File: config.mk
export PLATFORM = sky130hd
export DESIGN_NAME = oramAddrGen
export DESIGN_NICKNAME = d
export VERILOG_FILES = /design/src/common/oramPkg.sv /design/src/hw/dramCmdIssue.sv /design/src/hw/oramAddrGen.sv /design/src/hw/pathReqDecode.sv /design/src/hw/pathWalk/pathWalker.sv /design/src/hw/pathWalk/subtreeMapper.sv
export SDC_FILE = /design/constraint.sdc
export NUM_CORES = 1
export LEC_CHECK = 0
export BUFFER_PORTS_ARGS = -buffer_cell sky130_fd_sc_hd__buf_4
export CORE_ASPECT_RATIO = 0.8
export CORE_UTILIZATION = 41
export DETAILED_ROUTE_END_ITERATION = 8
export HOLD_SLACK_MARGIN = 0.05
export PLACE_DENSITY = 0.76
export SYNTH_ARGS = -nofsm -noshare
export SYNTH_HDL_FRONTEND = slang
export SYNTH_SLANG_ARGS = --single-unit
File: constraint.sdc
create_clock -name Clock -period 7.9 [get_ports Clock]
set_input_delay 0 -clock Clock [delete_from_list [all_inputs] [get_ports Clock]]
set_output_delay 0 -clock Clock [all_outputs]
set_load 0.05 [all_outputs]
File: src/common/oramPkg.sv
/*
 * Shared geometry, DRAM command codes and bundled types for the Path ORAM
 * address generator. Modules import it inside their body.
 */

`default_nettype none

package oramPkg;

	// ========================================
	// tree geometry
	// ========================================

	localparam int ORAML = 7;                // leaf width, deepest level index
	localparam int NumLevels = ORAML + 1;    // root through leaf
	localparam int LevelWidth = 4;           // holds 0..NumLevels

	// ========================================
	// bucket layout in DRAM
	// ========================================

	localparam int BktBursts = 4;            // whole bucket
	localparam int HdrBursts = 1;            // header only
	localparam int BurstWidth = 2;           // burst counter width
	localparam int BurstLen = 8;             // address step per burst
	localparam int PhysBktWidth = 9;         // 255 buckets in subtree order

	// DRAM command port
	localparam int DdrAddrWidth = 16;
	localparam int DdrCmdWidth = 3;
	localparam logic [DdrCmdWidth-1:0] DdrCmdWrite = DdrCmdWidth'(0);
	localparam logic [DdrCmdWidth-1:0] DdrCmdRead = DdrCmdWidth'(1);

	// ========================================
	// bundled types
	// ========================================

	// one path request from the backend controller
	typedef struct packed {
		logic isRead;                        // 1 read, 0 write
		logic headerOnly;                    // 1 header, 0 whole bucket
		logic [ORAML-1:0] leaf;              // msb picks the first branch
	} pathReqT;

	// current position on the path
	typedef struct packed {
		logic [LevelWidth-1:0] level;        // 0 is root
		logic [NumLevels-1:0] logicalIdx;    // heap order, children 2i+1 and 2i+2
		logic [PhysBktWidth-1:0] physIdx;    // subtree order
	} walkStepT;

	// one burst command toward the DRAM controller
	typedef struct packed {
		logic [DdrCmdWidth-1:0] cmd;
		logic [DdrAddrWidth-1:0] addr;
	} dramCmdT;

endpackage

`default_nettype wire

File: src/hw/dramCmdIssue.sv
/*
 * Result stage. Counts bursts within the current bucket and forms one DRAM
 * command per burst. Advances only on accepted transfers and flags the end
 * of each bucket for the walker.
 */

`timescale 1ns/1ps
`default_nettype none

module dramCmdIssue (
	input logic Clock,
	input logic rstN,
	input logic busy,                            // path in progress
	input logic pathStart,
	input logic CmdReady,
	input oramPkg::pathReqT curReq,
	input logic [oramPkg::PhysBktWidth-1:0] physIdx,
	output logic CmdValid,
	output oramPkg::dramCmdT dramCmd,
	output logic levelDone
);

	import oramPkg::*;

	logic [BurstWidth-1:0] burstCnt;
	logic [BurstWidth-1:0] burstLast;
	logic lastBurst;
	logic xfer;
	logic [DdrAddrWidth-1:0] burstIdx;

	// ========================================
	// handshake and bucket end
	// ========================================

	assign CmdValid = busy;                      // level, held under back-pressure
	assign xfer = CmdValid & CmdReady;

	// header mode touches only the first burst of a bucket
	assign burstLast = curReq.headerOnly ? BurstWidth'(HdrBursts - 1)
		: BurstWidth'(BktBursts - 1);
	assign lastBurst = (burstCnt == burstLast);

	assign levelDone = xfer & lastBurst;         // one pulse per bucket

	// ========================================
	// burst counter
	// ========================================

	always_ff @(posedge Clock) begin
		if (!rstN) begin
			burstCnt <= '0;
		end else if (pathStart) begin
			burstCnt <= '0;
		end else if (xfer) begin
			burstCnt <= lastBurst ? '0 : burstCnt + 1'b1;   // wrap into next bucket
		end
	end

	// ========================================
	// command formation
	// ========================================

	// burst number across the whole tree
	assign burstIdx = DdrAddrWidth'(physIdx) * DdrAddrWidth'(BktBursts)
		+ DdrAddrWidth'(burstCnt);

	assign dramCmd.addr = burstIdx * DdrAddrWidth'(BurstLen);
	assign dramCmd.cmd = curReq.isRead ? DdrCmdRead : DdrCmdWrite;

endmodule

`default_nettype wire

File: src/hw/oramAddrGen.sv
/*
 * Path ORAM address generator top. Takes one path request and issues the DRAM
 * burst commands for every bucket from root to leaf.
 */

`timescale 1ns/1ps
`default_nettype none

module oramAddrGen (
	input logic Clock,
	input logic rstN,

	// backend controller
	input logic Start,
	input oramPkg::pathReqT req,
	output logic Ready,

	// DRAM command port
	input logic CmdReady,
	output logic CmdValid,
	output oramPkg::dramCmdT dramCmd,

	// debug view of the walk
	output oramPkg::walkStepT step
);

	import oramPkg::*;

	pathReqT curReq;
	logic busy;
	logic pathStart;
	logic pathDone;
	logic levelDone;
	logic [LevelWidth-1:0] walkLevel;
	logic [NumLevels-1:0] walkIdx;
	logic [PhysBktWidth-1:0] walkPhys;

	// ========================================
	// decode
	// ========================================

	pathReqDecode reqDecode (
		.Clock(Clock),
		.rstN(rstN),
		.Start(Start),
		.req(req),
		.Ready(Ready),
		.pathDone(pathDone),
		.busy(busy),
		.pathStart(pathStart),
		.curReq(curReq)
	);

	// ========================================
	// execute
	// ========================================

	pathWalker walker (
		.Clock(Clock),
		.rstN(rstN),
		.pathStart(pathStart),
		.levelDone(levelDone),
		.leaf(curReq.leaf),
		.level(walkLevel),
		.logicalIdx(walkIdx),
		.pathDone(pathDone)
	);

	subtreeMapper mapper (
		.level(walkLevel),
		.leaf(curReq.leaf),
		.physIdx(walkPhys)
	);

	assign step = '{level: walkLevel, logicalIdx: walkIdx, physIdx: walkPhys};

	// ========================================
	// result
	// ========================================

	dramCmdIssue cmdIssue (
		.Clock(Clock),
		.rstN(rstN),
		.busy(busy),
		.pathStart(pathStart),
		.CmdReady(CmdReady),
		.curReq(curReq),
		.physIdx(walkPhys),
		.CmdValid(CmdValid),
		.dramCmd(dramCmd),
		.levelDone(levelDone)
	);

endmodule

`default_nettype wire

File: src/hw/pathReqDecode.sv
/*
 * Request decode stage. Accepts a path request while idle, holds it for the
 * whole walk and keeps the busy flag until the leaf bucket is done.
 */

`timescale 1ns/1ps
`default_nettype none

module pathReqDecode (
	input logic Clock,
	input logic rstN,

	// backend controller side
	input logic Start,
	input oramPkg::pathReqT req,
	output logic Ready,

	// toward execute and result stages
	input logic pathDone,
	output logic busy,
	output logic pathStart,
	output oramPkg::pathReqT curReq
);

	import oramPkg::*;

	// ========================================
	// start qualification
	// ========================================

	// the only place Start is looked at
	assign Ready = ~busy;
	assign pathStart = Start & Ready;     // Start while busy is dropped

	// ========================================
	// busy flag
	// ========================================

	always_ff @(posedge Clock) begin
		if (!rstN) begin
			busy <= 1'b0;
		end else if (pathStart) begin
			busy <= 1'b1;                 // Ready falls at the accepting edge
		end else if (pathDone) begin
			busy <= 1'b0;                 // edge that takes the last burst
		end
	end

	// ========================================
	// request register
	// ========================================

	// payload only, held steady for the whole path
	always_ff @(posedge Clock) begin
		if (pathStart) begin
			curReq <= req;
		end
	end

endmodule

`default_nettype wire

File: src/hw/pathWalk/pathWalker.sv
/*
 * Execute stage level walker. Steps from the root bucket to the leaf bucket,
 * one level per finished bucket, and tracks the heap index of the bucket.
 */

`timescale 1ns/1ps
`default_nettype none

module pathWalker (
	input logic Clock,
	input logic rstN,
	input logic pathStart,                    // restart at the root
	input logic levelDone,                    // last burst of a bucket taken
	input logic [oramPkg::ORAML-1:0] leaf,
	output logic [oramPkg::LevelWidth-1:0] level,
	output logic [oramPkg::NumLevels-1:0] logicalIdx,
	output logic pathDone
);

	import oramPkg::*;

	logic lastLevel;
	logic [ORAML-1:0] leafShift;
	logic goRight;
	logic [NumLevels-1:0] childIdx;

	// ========================================
	// branch selection
	// ========================================

	assign lastLevel = (level == LevelWidth'(ORAML));

	// leaf bit for the next level sits at the msb after the shift
	assign leafShift = leaf << level;
	assign goRight = leafShift[ORAML-1];

	// left child 2i+1, right child 2i+2
	assign childIdx = (logicalIdx << 1) + NumLevels'(1) + NumLevels'(goRight);

	// same cycle as the leaf bucket's final transfer
	assign pathDone = levelDone & lastLevel;

	// ========================================
	// level and heap index registers
	// ========================================

	always_ff @(posedge Clock) begin
		if (!rstN) begin
			level <= '0;
			logicalIdx <= '0;
		end else if (pathStart) begin
			level <= '0;                      // root
			logicalIdx <= '0;
		end else if (levelDone && !lastLevel) begin
			level <= level + 1'b1;
			logicalIdx <= childIdx;
		end
	end

	// leaf position is held once the path is finished

endmodule

`default_nettype wire

File: src/hw/pathWalk/subtreeMapper.sv
/*
 * Execute stage layout mapper. Turns a level on the leaf's path into the
 * physical bucket index of the two-level subtree layout. Pure logic.
 */

`timescale 1ns/1ps
`default_nettype none

module subtreeMapper (
	input logic [oramPkg::LevelWidth-1:0] level,
	input logic [oramPkg::ORAML-1:0] leaf,
	output logic [oramPkg::PhysBktWidth-1:0] physIdx
);

	import oramPkg::*;

	logic [LevelWidth-1:0] band;
	logic [LevelWidth-1:0] shAmt;
	logic [ORAML-1:0] leafTop;
	logic [ORAML-1:0] leafNext;
	logic [PhysBktWidth-1:0] bandBase;
	logic [PhysBktWidth-1:0] subtreeBase;
	logic [PhysBktWidth-1:0] offset;

	// ========================================
	// band and subtree
	// ========================================

	assign band = level >> 1;                        // two levels per band
	assign shAmt = LevelWidth'(ORAML) - (band << 1);

	// subtree number is the leaf prefix above the band
	assign leafTop = leaf >> shAmt;

	// 4^b - 1 buckets live in the bands above
	assign bandBase = (PhysBktWidth'(1) << (band << 1)) - 1'b1;

	// three buckets per subtree, stored back to back
	assign subtreeBase = (PhysBktWidth'(leafTop) << 1) + PhysBktWidth'(leafTop);

	// ========================================
	// position inside the subtree
	// ========================================

	// branch bit below the subtree root, used at odd levels
	assign leafNext = leaf >> (shAmt - 1'b1);

	// root 0, left child 1, right child 2
	assign offset = level[0] ? PhysBktWidth'(leafNext[0]) + 1'b1 : '0;

	assign physIdx = bandBase + subtreeBase + offset;

endmodule

`default_nettype wire

==> impl_metrics.toml, run 1 <==
[place]
placed_area_mm2 = 0.00224
hpwl_mm = 2.67
gp_congestion = 0.786
numPortBuffers = 47

[clocking]
cts_buffer_depth = 2
cts_htree_levels = 1
insertion_delay_ns = 0.27
cts_sinks = 24
cts_tree = "built"
cts_made_buffers = 3
clockRootBuffer = "clkbuf_8"
path_clk_slew_ns = 0.08

[layout]
postLayoutCellArea_mm2 = 0.00241
area_delta_synth_final_pct = 22.8
layout-drive-gt1-share_pct = 25.4
finalNetCount = 295
final_common_cell = "buf_4"
layout_common_cells = "buf_4, nor2_1, ha_1, inv_1, dfxtp_1"
diodes = 0

[yosys]
synth.avg_cell_area_um2 = 9.25
synth_seq_cells = 24
syn_area_mm2 = 0.00196
ys_types = 44
synthAdderAreaFrac_pct = 17.5
synth_xor_area_share_pct = 7.14
ys_warn_count = 0
synth_compound_area_share_pct = 10.3
synth-edff-count = 9
yosys.area_share.simple_pct = 17.9
synth_mux_area_share_pct = 5.87
async_reset_ff_share_pct = 0
synth_top_family_by_area = "simple AND/OR/NAND/NOR gates"
synth_ff_type = "dfxtp_1"
synthCells = 212
yosysSeqAreaShare_pct = 29.1

[global_route]
grt_pass1_wl_mm = 6.44
track_usage_pct = 16.0
grt_antenna_before_repair = 0
grt.overflow.total = 0
grt_pass1_vias = 1446
grt_max_degree = 21

[sta]
skew_ns = 0.00110
slew_headroom_pct = 49.7
layout_min_cycle_time_ns = 4.27
worstMarginPinSlew_ns = 0.753
fin_setup_tns_ns = 0
rsz0062_at_grt = "false"
setup_viol = 0
slew_violations = 0
fin_crit_sh_pct = 54.1
hold_violations = 0
fmax_ghz = 0.234

[route]
wire_per_inst_um = 11.5
routed_wl_mm = 3.64
viasPerCell = 4.94
drtIter0Drc = 64
vias = 1560
dr.pass1.iters = 4
ant_nets = 0
drc_errors = 0

[outcome]
status = "complete, no violations"

[critical_path]
crit_path_start_kind = "flip-flop"
end_kind = "output port"
worstPathArrival_ns = 4.27
cp_max_fo = 13
cp_data_required_time_ns = 7.90
crit_type = "flip-flop to output port"

[pwr]
power_leakage_nw = 1.08
vdd_drop_max_v = 0.000107
p_per_area_mw_per_mm2 = 142

[floorplan]
ios = 55
rows = 22
dieHeight_um = 63.9
core_mm2 = 0.00460
start_util_pct = 42.7
die_w_um = 79.3
dieArea_mm2 = 0.00507

[worst_hold_path]
hold_class = "input pin to flip-flop"

[flow_run]
maxCapViolCount = 0
-- logic make-up after synthesis --
group           count (synthesis)
simple gates                   69
buf+inv                        39
compound gates                 27
fa+ha+maj                      25
flops                          24
xor+xnor                       16
mux                            11
other cells                     1
-- cells in the mapped netlist (3+ instances only) --
master	instances	area share (%)
edfxtp_1	9	14
xnor2_1	8	3.6
a21oi_1	4	1.0
nor2_1	22	4.2
a22oi_1	3	1.1
a21o_1	3	1.1
ha_1	21	13
xor2_1	8	3.6
nand3_1	5	1.3
inv_1	15	2.9
o21ai_0	3	0.77
buf_2	3	0.77
nor3_1	4	1.0
dfxtp_1	15	15
nand2_1	13	2.5
buf_4	17	6.5
fa_1	4	4.1
mux2_2	4	2.3
mux2i_1	7	3.6
a211oi_1	7	2.7
nor2b_1	6	1.9
-- repair_timing --
action	in CTS	in global routing
hold endpoints to repair	10	0
hold buffers	10	0
buffers inserted	0	0
gates resized for setup	0	0
-- layer usage --
layer	wire, um	share of wire (%)	vias to the layer above	global-route usage, %
li1	-	-	792	-
met1	1720	47	711	21.3
met2	1720	47	51	26.2
met3	158	4.3	6	3.00
met4	48	1.3	0	5.00
met5	0	0	-	0
-- critical path: stages (launching register included) --
cell and delay [ns]:
dfxtp_1 0.62, mux2_2 0.40, nor2_1 0.09, a211oi_1 0.07, nand2b_1 0.19, ha_1 0.31, fa_1 0.50, inv_1 0.04
ha_1 0.22, fa_1 0.43, a21o_1 0.21, a211oi_1 0.24, nor2_1 0.10, o22ai_1 0.20, xnor2_1 0.16, buf_4 0.23
-- per-stage QoR --
stage / instances / power [W] / hold WS, ns / utilization, % / worst slack [ns]
after floorplan: 218 / 0.000217 / 0.0989 / - / 3.34
final: 316 / 0.000341 / 0.0914 / 52.4 / 3.63
after global routing: 316 / 0.000356 / 0.116 / 52.4 / 3.35
after global placement: 302 / 0.000232 / 0.178 / 48.7 / 4.04
after detailed placement: 302 / 0.000233 / 0.179 / 48.7 / 3.93
after CTS: 316 / 0.000344 / 0.0793 / 52.4 / 3.61
-- final timing paths --
check                                 endpoint  depth (start not counted)                         startpoint  slack [ns]
max                                    step[8]                         15       walker.level[2]$_SDFFE_PP0P_        3.63
max reg2reg  walker.logicalIdx[6]$_SDFFE_PP0P_                          8       walker.level[1]$_SDFFE_PP0P_        5.58
min reg2reg  walker.logicalIdx[7]$_SDFFE_PP0P_                          2  walker.logicalIdx[7]$_SDFFE_PP0P_        0.50
min                reqDecode.busy$_SDFFE_PN0P_                          3                              Start        0.09
-- report_power, final --
part / switching (W) / leakage [nW] / internal, W / total [W]
registers: 0.00000482 / 0.207 / 0.000133 / 0.000138
clock network: 0.0000396 / 0.0357 / 0.0000677 / 0.000107
logic: 0.0000644 / 0.839 / 0.0000313 / 0.0000958
total: 0.000109 / 1.08 / 0.000232 / 0.000341
-- cell type report --
cell class | instances | area, um^2
clock buffers | 3 | 41.3
clock inverters | 1 | 30.0
fillers | 423 | 2190
inverters | 15 | 56.3
multi-input cells | 155 | 1180
flip-flops and latches | 24 | 571
well taps | 60 | 75.1
repair buffers | 58 | 460
-- state kept, by name (all words and copies together) (netlist names) --
register	count
cmdIssue.burstCnt	2
walker.level	4
walker.logicalIdx	8
reqDecode.busy	1
reqDecode.curReq	9
(Power assumes the default switching activity.)
==> inputs of run 2 (changes only) <==
==> constraint.sdc (replaced) <==
create_clock -name Clock -period 4.3 [get_ports Clock]
set_input_delay 0 -clock Clock [delete_from_list [all_inputs] [get_ports Clock]]
set_output_delay 0 -clock Clock [all_outputs]
set_load 0.05 [all_outputs]
==> impl_metrics.toml, run 2 (synthesized netlist as in run 1, its figures left out) <==
[clocking]
post-cts-setup-buffers = 0
cts_sinks = 24
insertion_delay_ns = 0.26
clockRootBuffer = "clkbuf_8"
cts_buffer_depth = 2
cts_made_buffers = 3
cts_tree = "built"
path_clk_slew_ns = 0.09
cts_htree_levels = 1

[sta]
worstMarginPinSlew_ns = 0.777
fmax_ghz = 0.250
layout_min_cycle_time_ns = 4.00
holdWs_ns = 0.0778
rsz0062_at_grt = "false"
setup_viol = 0
slew_violations = 0
hold_violations = 0
fin_crit_sh_pct = 93.1
skew_ns = 0.00222
slew_headroom_pct = 48.1

[route]
dr.pass1.iters = 4
vias = 1563
drtIter0Drc = 84
routed_wl_mm = 3.68
viasPerCell = 4.92
wire_per_inst_um = 11.6
drc_errors = 0
ant_nets = 0

[critical_path]
crit_type = "flip-flop to output port"
crit_path_start_kind = "flip-flop"
end_kind = "output port"
cp_data_required_time_ns = 4.30
cp_max_fo = 8
worstPathArrival_ns = 4.00

[place]
placed_area_mm2 = 0.00227
hpwl_mm = 2.75
gp_congestion = 0.774
numPortBuffers = 47

[pwr]
vdd_drop_max_v = 0.000189
p_per_area_mw_per_mm2 = 257
power_leakage_nw = 1.11

[layout]
layout_common_cells = "buf_4, nor2_1, ha_1, inv_1, dfxtp_1"
postLayoutCellArea_mm2 = 0.00245
largest_register = "reqDecode.curReq"
largest_reg_flops = 9
layout-drive-gt1-share_pct = 27.5
fillers = 414
area_delta_synth_final_pct = 24.7
diodes = 0
final_common_cell = "buf_4"
reg_top3 = "reqDecode.curReq (9), walker.logicalIdx (8), walker.level (4)"
finalNetCount = 297

[floorplan]
core_mm2 = 0.00460
start_util_pct = 42.7
dieHeight_um = 63.9
ios = 55
die_w_um = 79.3
rows = 22
dieArea_mm2 = 0.00507

[global_route]
grt_antenna_before_repair = 0
grt_pass1_wl_mm = 6.31
track_usage_pct = 15.5
grt.overflow.total = 0
grt_pass1_vias = 1422
grt_max_degree = 21

[outcome]
status = "complete, no violations"

[worst_hold_path]
hold_class = "input pin to flip-flop"

[flow_run]
maxCapViolCount = 0
run 2: stage by stage:
| step | utilization (%) | TNS (ns) | worst slack, ns | power, W | cells |
|---|---|---|---|---|---|
| 4_1_cts | 53.1 | 0 | 0.157 | 0.000631 | 318 |
| 2_1_floorplan | - | -0.0924 | -0.0924 | 0.000401 | 218 |
| 3_5_place_dp | 49.3 | 0 | 0.464 | 0.000429 | 304 |
| 3_3_place_gp | 49.3 | 0 | 0.513 | 0.000428 | 304 |
| 5_1_grt | 53.2 | 0 | 0.0367 | 0.000653 | 318 |
| 6_report | 53.2 | 0 | 0.299 | 0.000628 | 318 |
run 2: report_power, final:
group / switching [W] / internal [W] / total (W)
sequential: 0.00000854 / 0.000245 / 0.000253
combinational: 0.000119 / 0.0000591 / 0.000178
clock: 0.0000728 / 0.000124 / 0.000197
run 2: layout make-up:
| cell class | count | area, um^2 | area share (%) |
|---|---|---|---|
| clock buffer | 3 | 41.3 | 1.69 |
| clock inverter | 1 | 30.0 | 1.23 |
| inverter | 15 | 56.3 | 2.30 |
| multi-input combinational | 155 | 1200 | 48.9 |
| sequential | 24 | 572 | 23.4 |
| tap | 60 | 75.1 | 3.07 |
| timing repair buffer | 60 | 475 | 19.4 |
run 2: final timing paths:
path / from / to / slack (ns) / depth (start not counted)
worst max-delay path: walker.level[2]$_SDFFE_PP0P_ / dramCmd[13] / 0.30 / 15
worst min-delay path: Start / reqDecode.busy$_SDFFE_PN0P_ / 0.08 / 3
worst max register to register: walker.level[0]$_SDFFE_PP0P_ / walker.logicalIdx[6]$_SDFFE_PP0P_ / 2.12 / 8
worst min register to register: walker.logicalIdx[7]$_SDFFE_PP0P_ / walker.logicalIdx[7]$_SDFFE_PP0P_ / 0.50 / 2
run 2: layer usage:
metal  GRT usage [%]  vias up  part of all wire, %
met5               0        -                    0
met4            2.05        0                 0.68
met3            3.14        4                  5.7
met2            26.2       53                   46
met1            21.0      708                   48
li1                -      798                    -
run 2: repair_timing:
item | 4_1_cts | 5_1_grt
gates resized for setup | 0 | 2
setup endpoints to repair | 0 | 4
hold buffers | 10 | 0
endpoints found under the hold margin | 10 | 0
run 2: critical path, cell delays in order, from the launching register on:
cell and delay, ns:
dfxtp_2 0.42, mux2_2 0.37, nor2_1 0.09, a211oi_1 0.06, nand2b_1 0.17, ha_1 0.31
fa_1 0.50, inv_1 0.04, ha_1 0.22, fa_1 0.43, a21o_1 0.21, a211oi_1 0.23
nor2_1 0.11, o22ai_2 0.21, xnor2_2 0.14, buf_4 0.22
==> inputs of run 3 (changes only) <==
--- a/config.mk
+++ b/config.mk
@@ -7,10 +7,11 @@
 export LEC_CHECK = 0
 export BUFFER_PORTS_ARGS = -buffer_cell sky130_fd_sc_hd__buf_4
 export CORE_ASPECT_RATIO = 0.8
-export CORE_UTILIZATION = 41
+export CORE_UTILIZATION = 29
 export DETAILED_ROUTE_END_ITERATION = 8
 export HOLD_SLACK_MARGIN = 0.05
-export PLACE_DENSITY = 0.76
+export PLACE_DENSITY = 0.6
+export SKIP_CTS_REPAIR_TIMING = 1
 export SYNTH_ARGS = -nofsm -noshare
 export SYNTH_HDL_FRONTEND = slang
 export SYNTH_SLANG_ARGS = --single-unit
==> impl_metrics.toml, run 3 (synthesized netlist as in run 1, its figures left out) <==
[critical_path]
reg2reg_slack_ns = 2.15
end_kind = "output port"
critical_path.endpoint = "step[8]"
startpoint = "reqDecode.curReq[6]$_DFFE_PP_"
path_cells = "mux2_2 -> nor2_1 -> a211oi_1 -> nand2b_1 -> ha_1 -> fa_1 -> inv_1 -> ha_1 -> fa_1 -> a21o_1 -> a211oi_1 -> nor2_1 -> o22ai_2 -> xnor2_2 -> buf_4"
crit_path_start_kind = "flip-flop"
reg2reg_to = "walker.logicalIdx[4]$_SDFFE_PP0P_"
crit_type = "flip-flop to output port"
worst_path_max_delay_cell = "fa_1"
cp_max_fo = 5
cp_data_required_time_ns = 4.30
worstPathArrival_ns = 3.99
slowest_delay_ns = 0.50
rr_worst_depth = 8
r2r_start = "walker.level[0]$_SDFFE_PP0P_"

[sta]
skew_ns = 0.00626
worstMarginPinSlew_ns = 0.836
slew_violations = 0
timing.final.ws_setup_ns = 0.313
rsz0062_at_grt = "false"
slew_headroom_pct = 44.2
fin_crit_sh_pct = 92.7
hold_violations = 0
fmax_ghz = 0.251
layout_min_cycle_time_ns = 3.99
setup_viol = 0

[clocking]
insertion_delay_ns = 0.27
cts_made_buffers = 3
clockRootBuffer = "clkbuf_8"
cts_buffer_depth = 2
path_clk_slew_ns = 0.09
cts_sinks = 24
cts_htree_levels = 1
cts_tree = "built"

[global_route]
track_usage_pct = 11.0
grt_pass1_vias = 1281
grt_pass1_wl_mm = 6.03
grt.overflow.total = 0
grt_max_degree = 21
grt_antenna_before_repair = 0

[layout]
largest_register = "reqDecode.curReq"
finalNetCount = 296
layout-drive-gt1-share_pct = 28.0
area_delta_synth_final_pct = 26.1
reg_top3 = "reqDecode.curReq (9), walker.logicalIdx (8), walker.level (4)"
final_common_cell = "buf_4"
finalNonFillerCells = 341
largest_reg_flops = 9
layout_common_cells = "buf_4, nor2_1, ha_1, inv_1"
diodes = 0
fillers = 665

[floorplan]
start_util_pct = 30.3
die_w_um = 94.0
ios = 55
dieArea_mm2 = 0.00710
core_mm2 = 0.00647
dieHeight_um = 75.6
rows = 26

[place]
numPortBuffers = 47
hpwl_mm = 2.94
dp.cells = 327
gp_congestion = 0.810
preCtsSetupSlack_ns = 0.447

[pwr]
vdd_drop_max_v = 0.000152
power_leakage_nw = 1.11
p_per_area_mw_per_mm2 = 254

[flow_run]
maxCapViolCount = 0

[route]
drt-met1-wl_mm = 1.96
dr.pass1.iters = 4
routed_wl_mm = 3.84
ant_nets = 0
drtIter0Drc = 68
drc_errors = 0
wl_met2_mm = 1.71
vias = 1505
viasPerCell = 4.41
dr.max_layer_used = "met4"
wire_per_inst_um = 11.2
dr_wl_met3_um = 133

[outcome]
status = "complete, no violations"

[worst_hold_path]
hold_class = "input pin to flip-flop"
## run 3: worst min-delay path by stage
stage	end	slack [ns]	cells past startpoint	from
floorplan	reqDecode.curReq[0]$_DFFE_PP_	0.1	0	req[0]
global placement	reqDecode.curReq[8]$_DFFE_PP_	0.18	1	req[8]
detailed placement	reqDecode.curReq[8]$_DFFE_PP_	0.18	1	req[8]
CTS	reqDecode.curReq[8]$_DFFE_PP_	-0.11	1	req[8]
global route	cmdIssue.burstCnt[1]$_SDFFE_PP0P_	0.11	4	CmdReady
finish	cmdIssue.burstCnt[1]$_SDFFE_PP0P_	0.08	4	CmdReady
## run 3: routing by layer
| metal | vias up | global-route usage (%) |
|---|---|---|
| met5 | - | 0 |
| met1 | 669 | 16.2 |
| met4 | 0 | 3.08 |
| li1 | 793 | - |
| met3 | 5 | 2.10 |
| met2 | 38 | 16.2 |
## run 3: power by group
group	internal [W]	switching, W
logic	0.0000591	0.000119
clock network	0.000124	0.0000708
registers	0.000245	0.00000885
total	0.000428	0.000199
## run 3: critical path: cells and delay by family (launching register included)
kind | cells | cell delay (ns)
AO/OA/AOI/OAI | 4 | 0.73
XOR/XNOR | 1 | 0.15
adder cells (fa/ha/maj) | 4 | 1.45
buffers and inverters | 2 | 0.26
flip-flops | 1 | 0.45
multiplexers | 1 | 0.31
AND/OR/NAND/NOR | 3 | 0.37
## run 3: layout make-up
| type | count | area, um^2 | area share [%] |
|---|---|---|---|
| clock buffer | 3 | 41.3 | 1.67 |
| clock inverter | 1 | 30.0 | 1.21 |
| inverter | 15 | 56.3 | 2.28 |
| multi-input combinational | 155 | 1200 | 48.5 |
| sequential | 24 | 573 | 23.2 |
| tap | 84 | 105 | 4.25 |
| timing repair buffer | 59 | 468 | 18.9 |
## run 3: metrics by stage
step                      util, %  cell area (um^2)  total power [W]  hold WS, ns  setup TNS (ns)
after floorplan                 -              2000         0.000401       0.0989         -0.0924
after global placement       35.4              2290         0.000429        0.178               0
after detailed placement     35.4              2290         0.000430        0.180               0
after CTS                    36.5              2360         0.000629       -0.109               0
after global routing         38.2              2470         0.000654        0.112               0
final                        38.2              2470         0.000627       0.0839               0
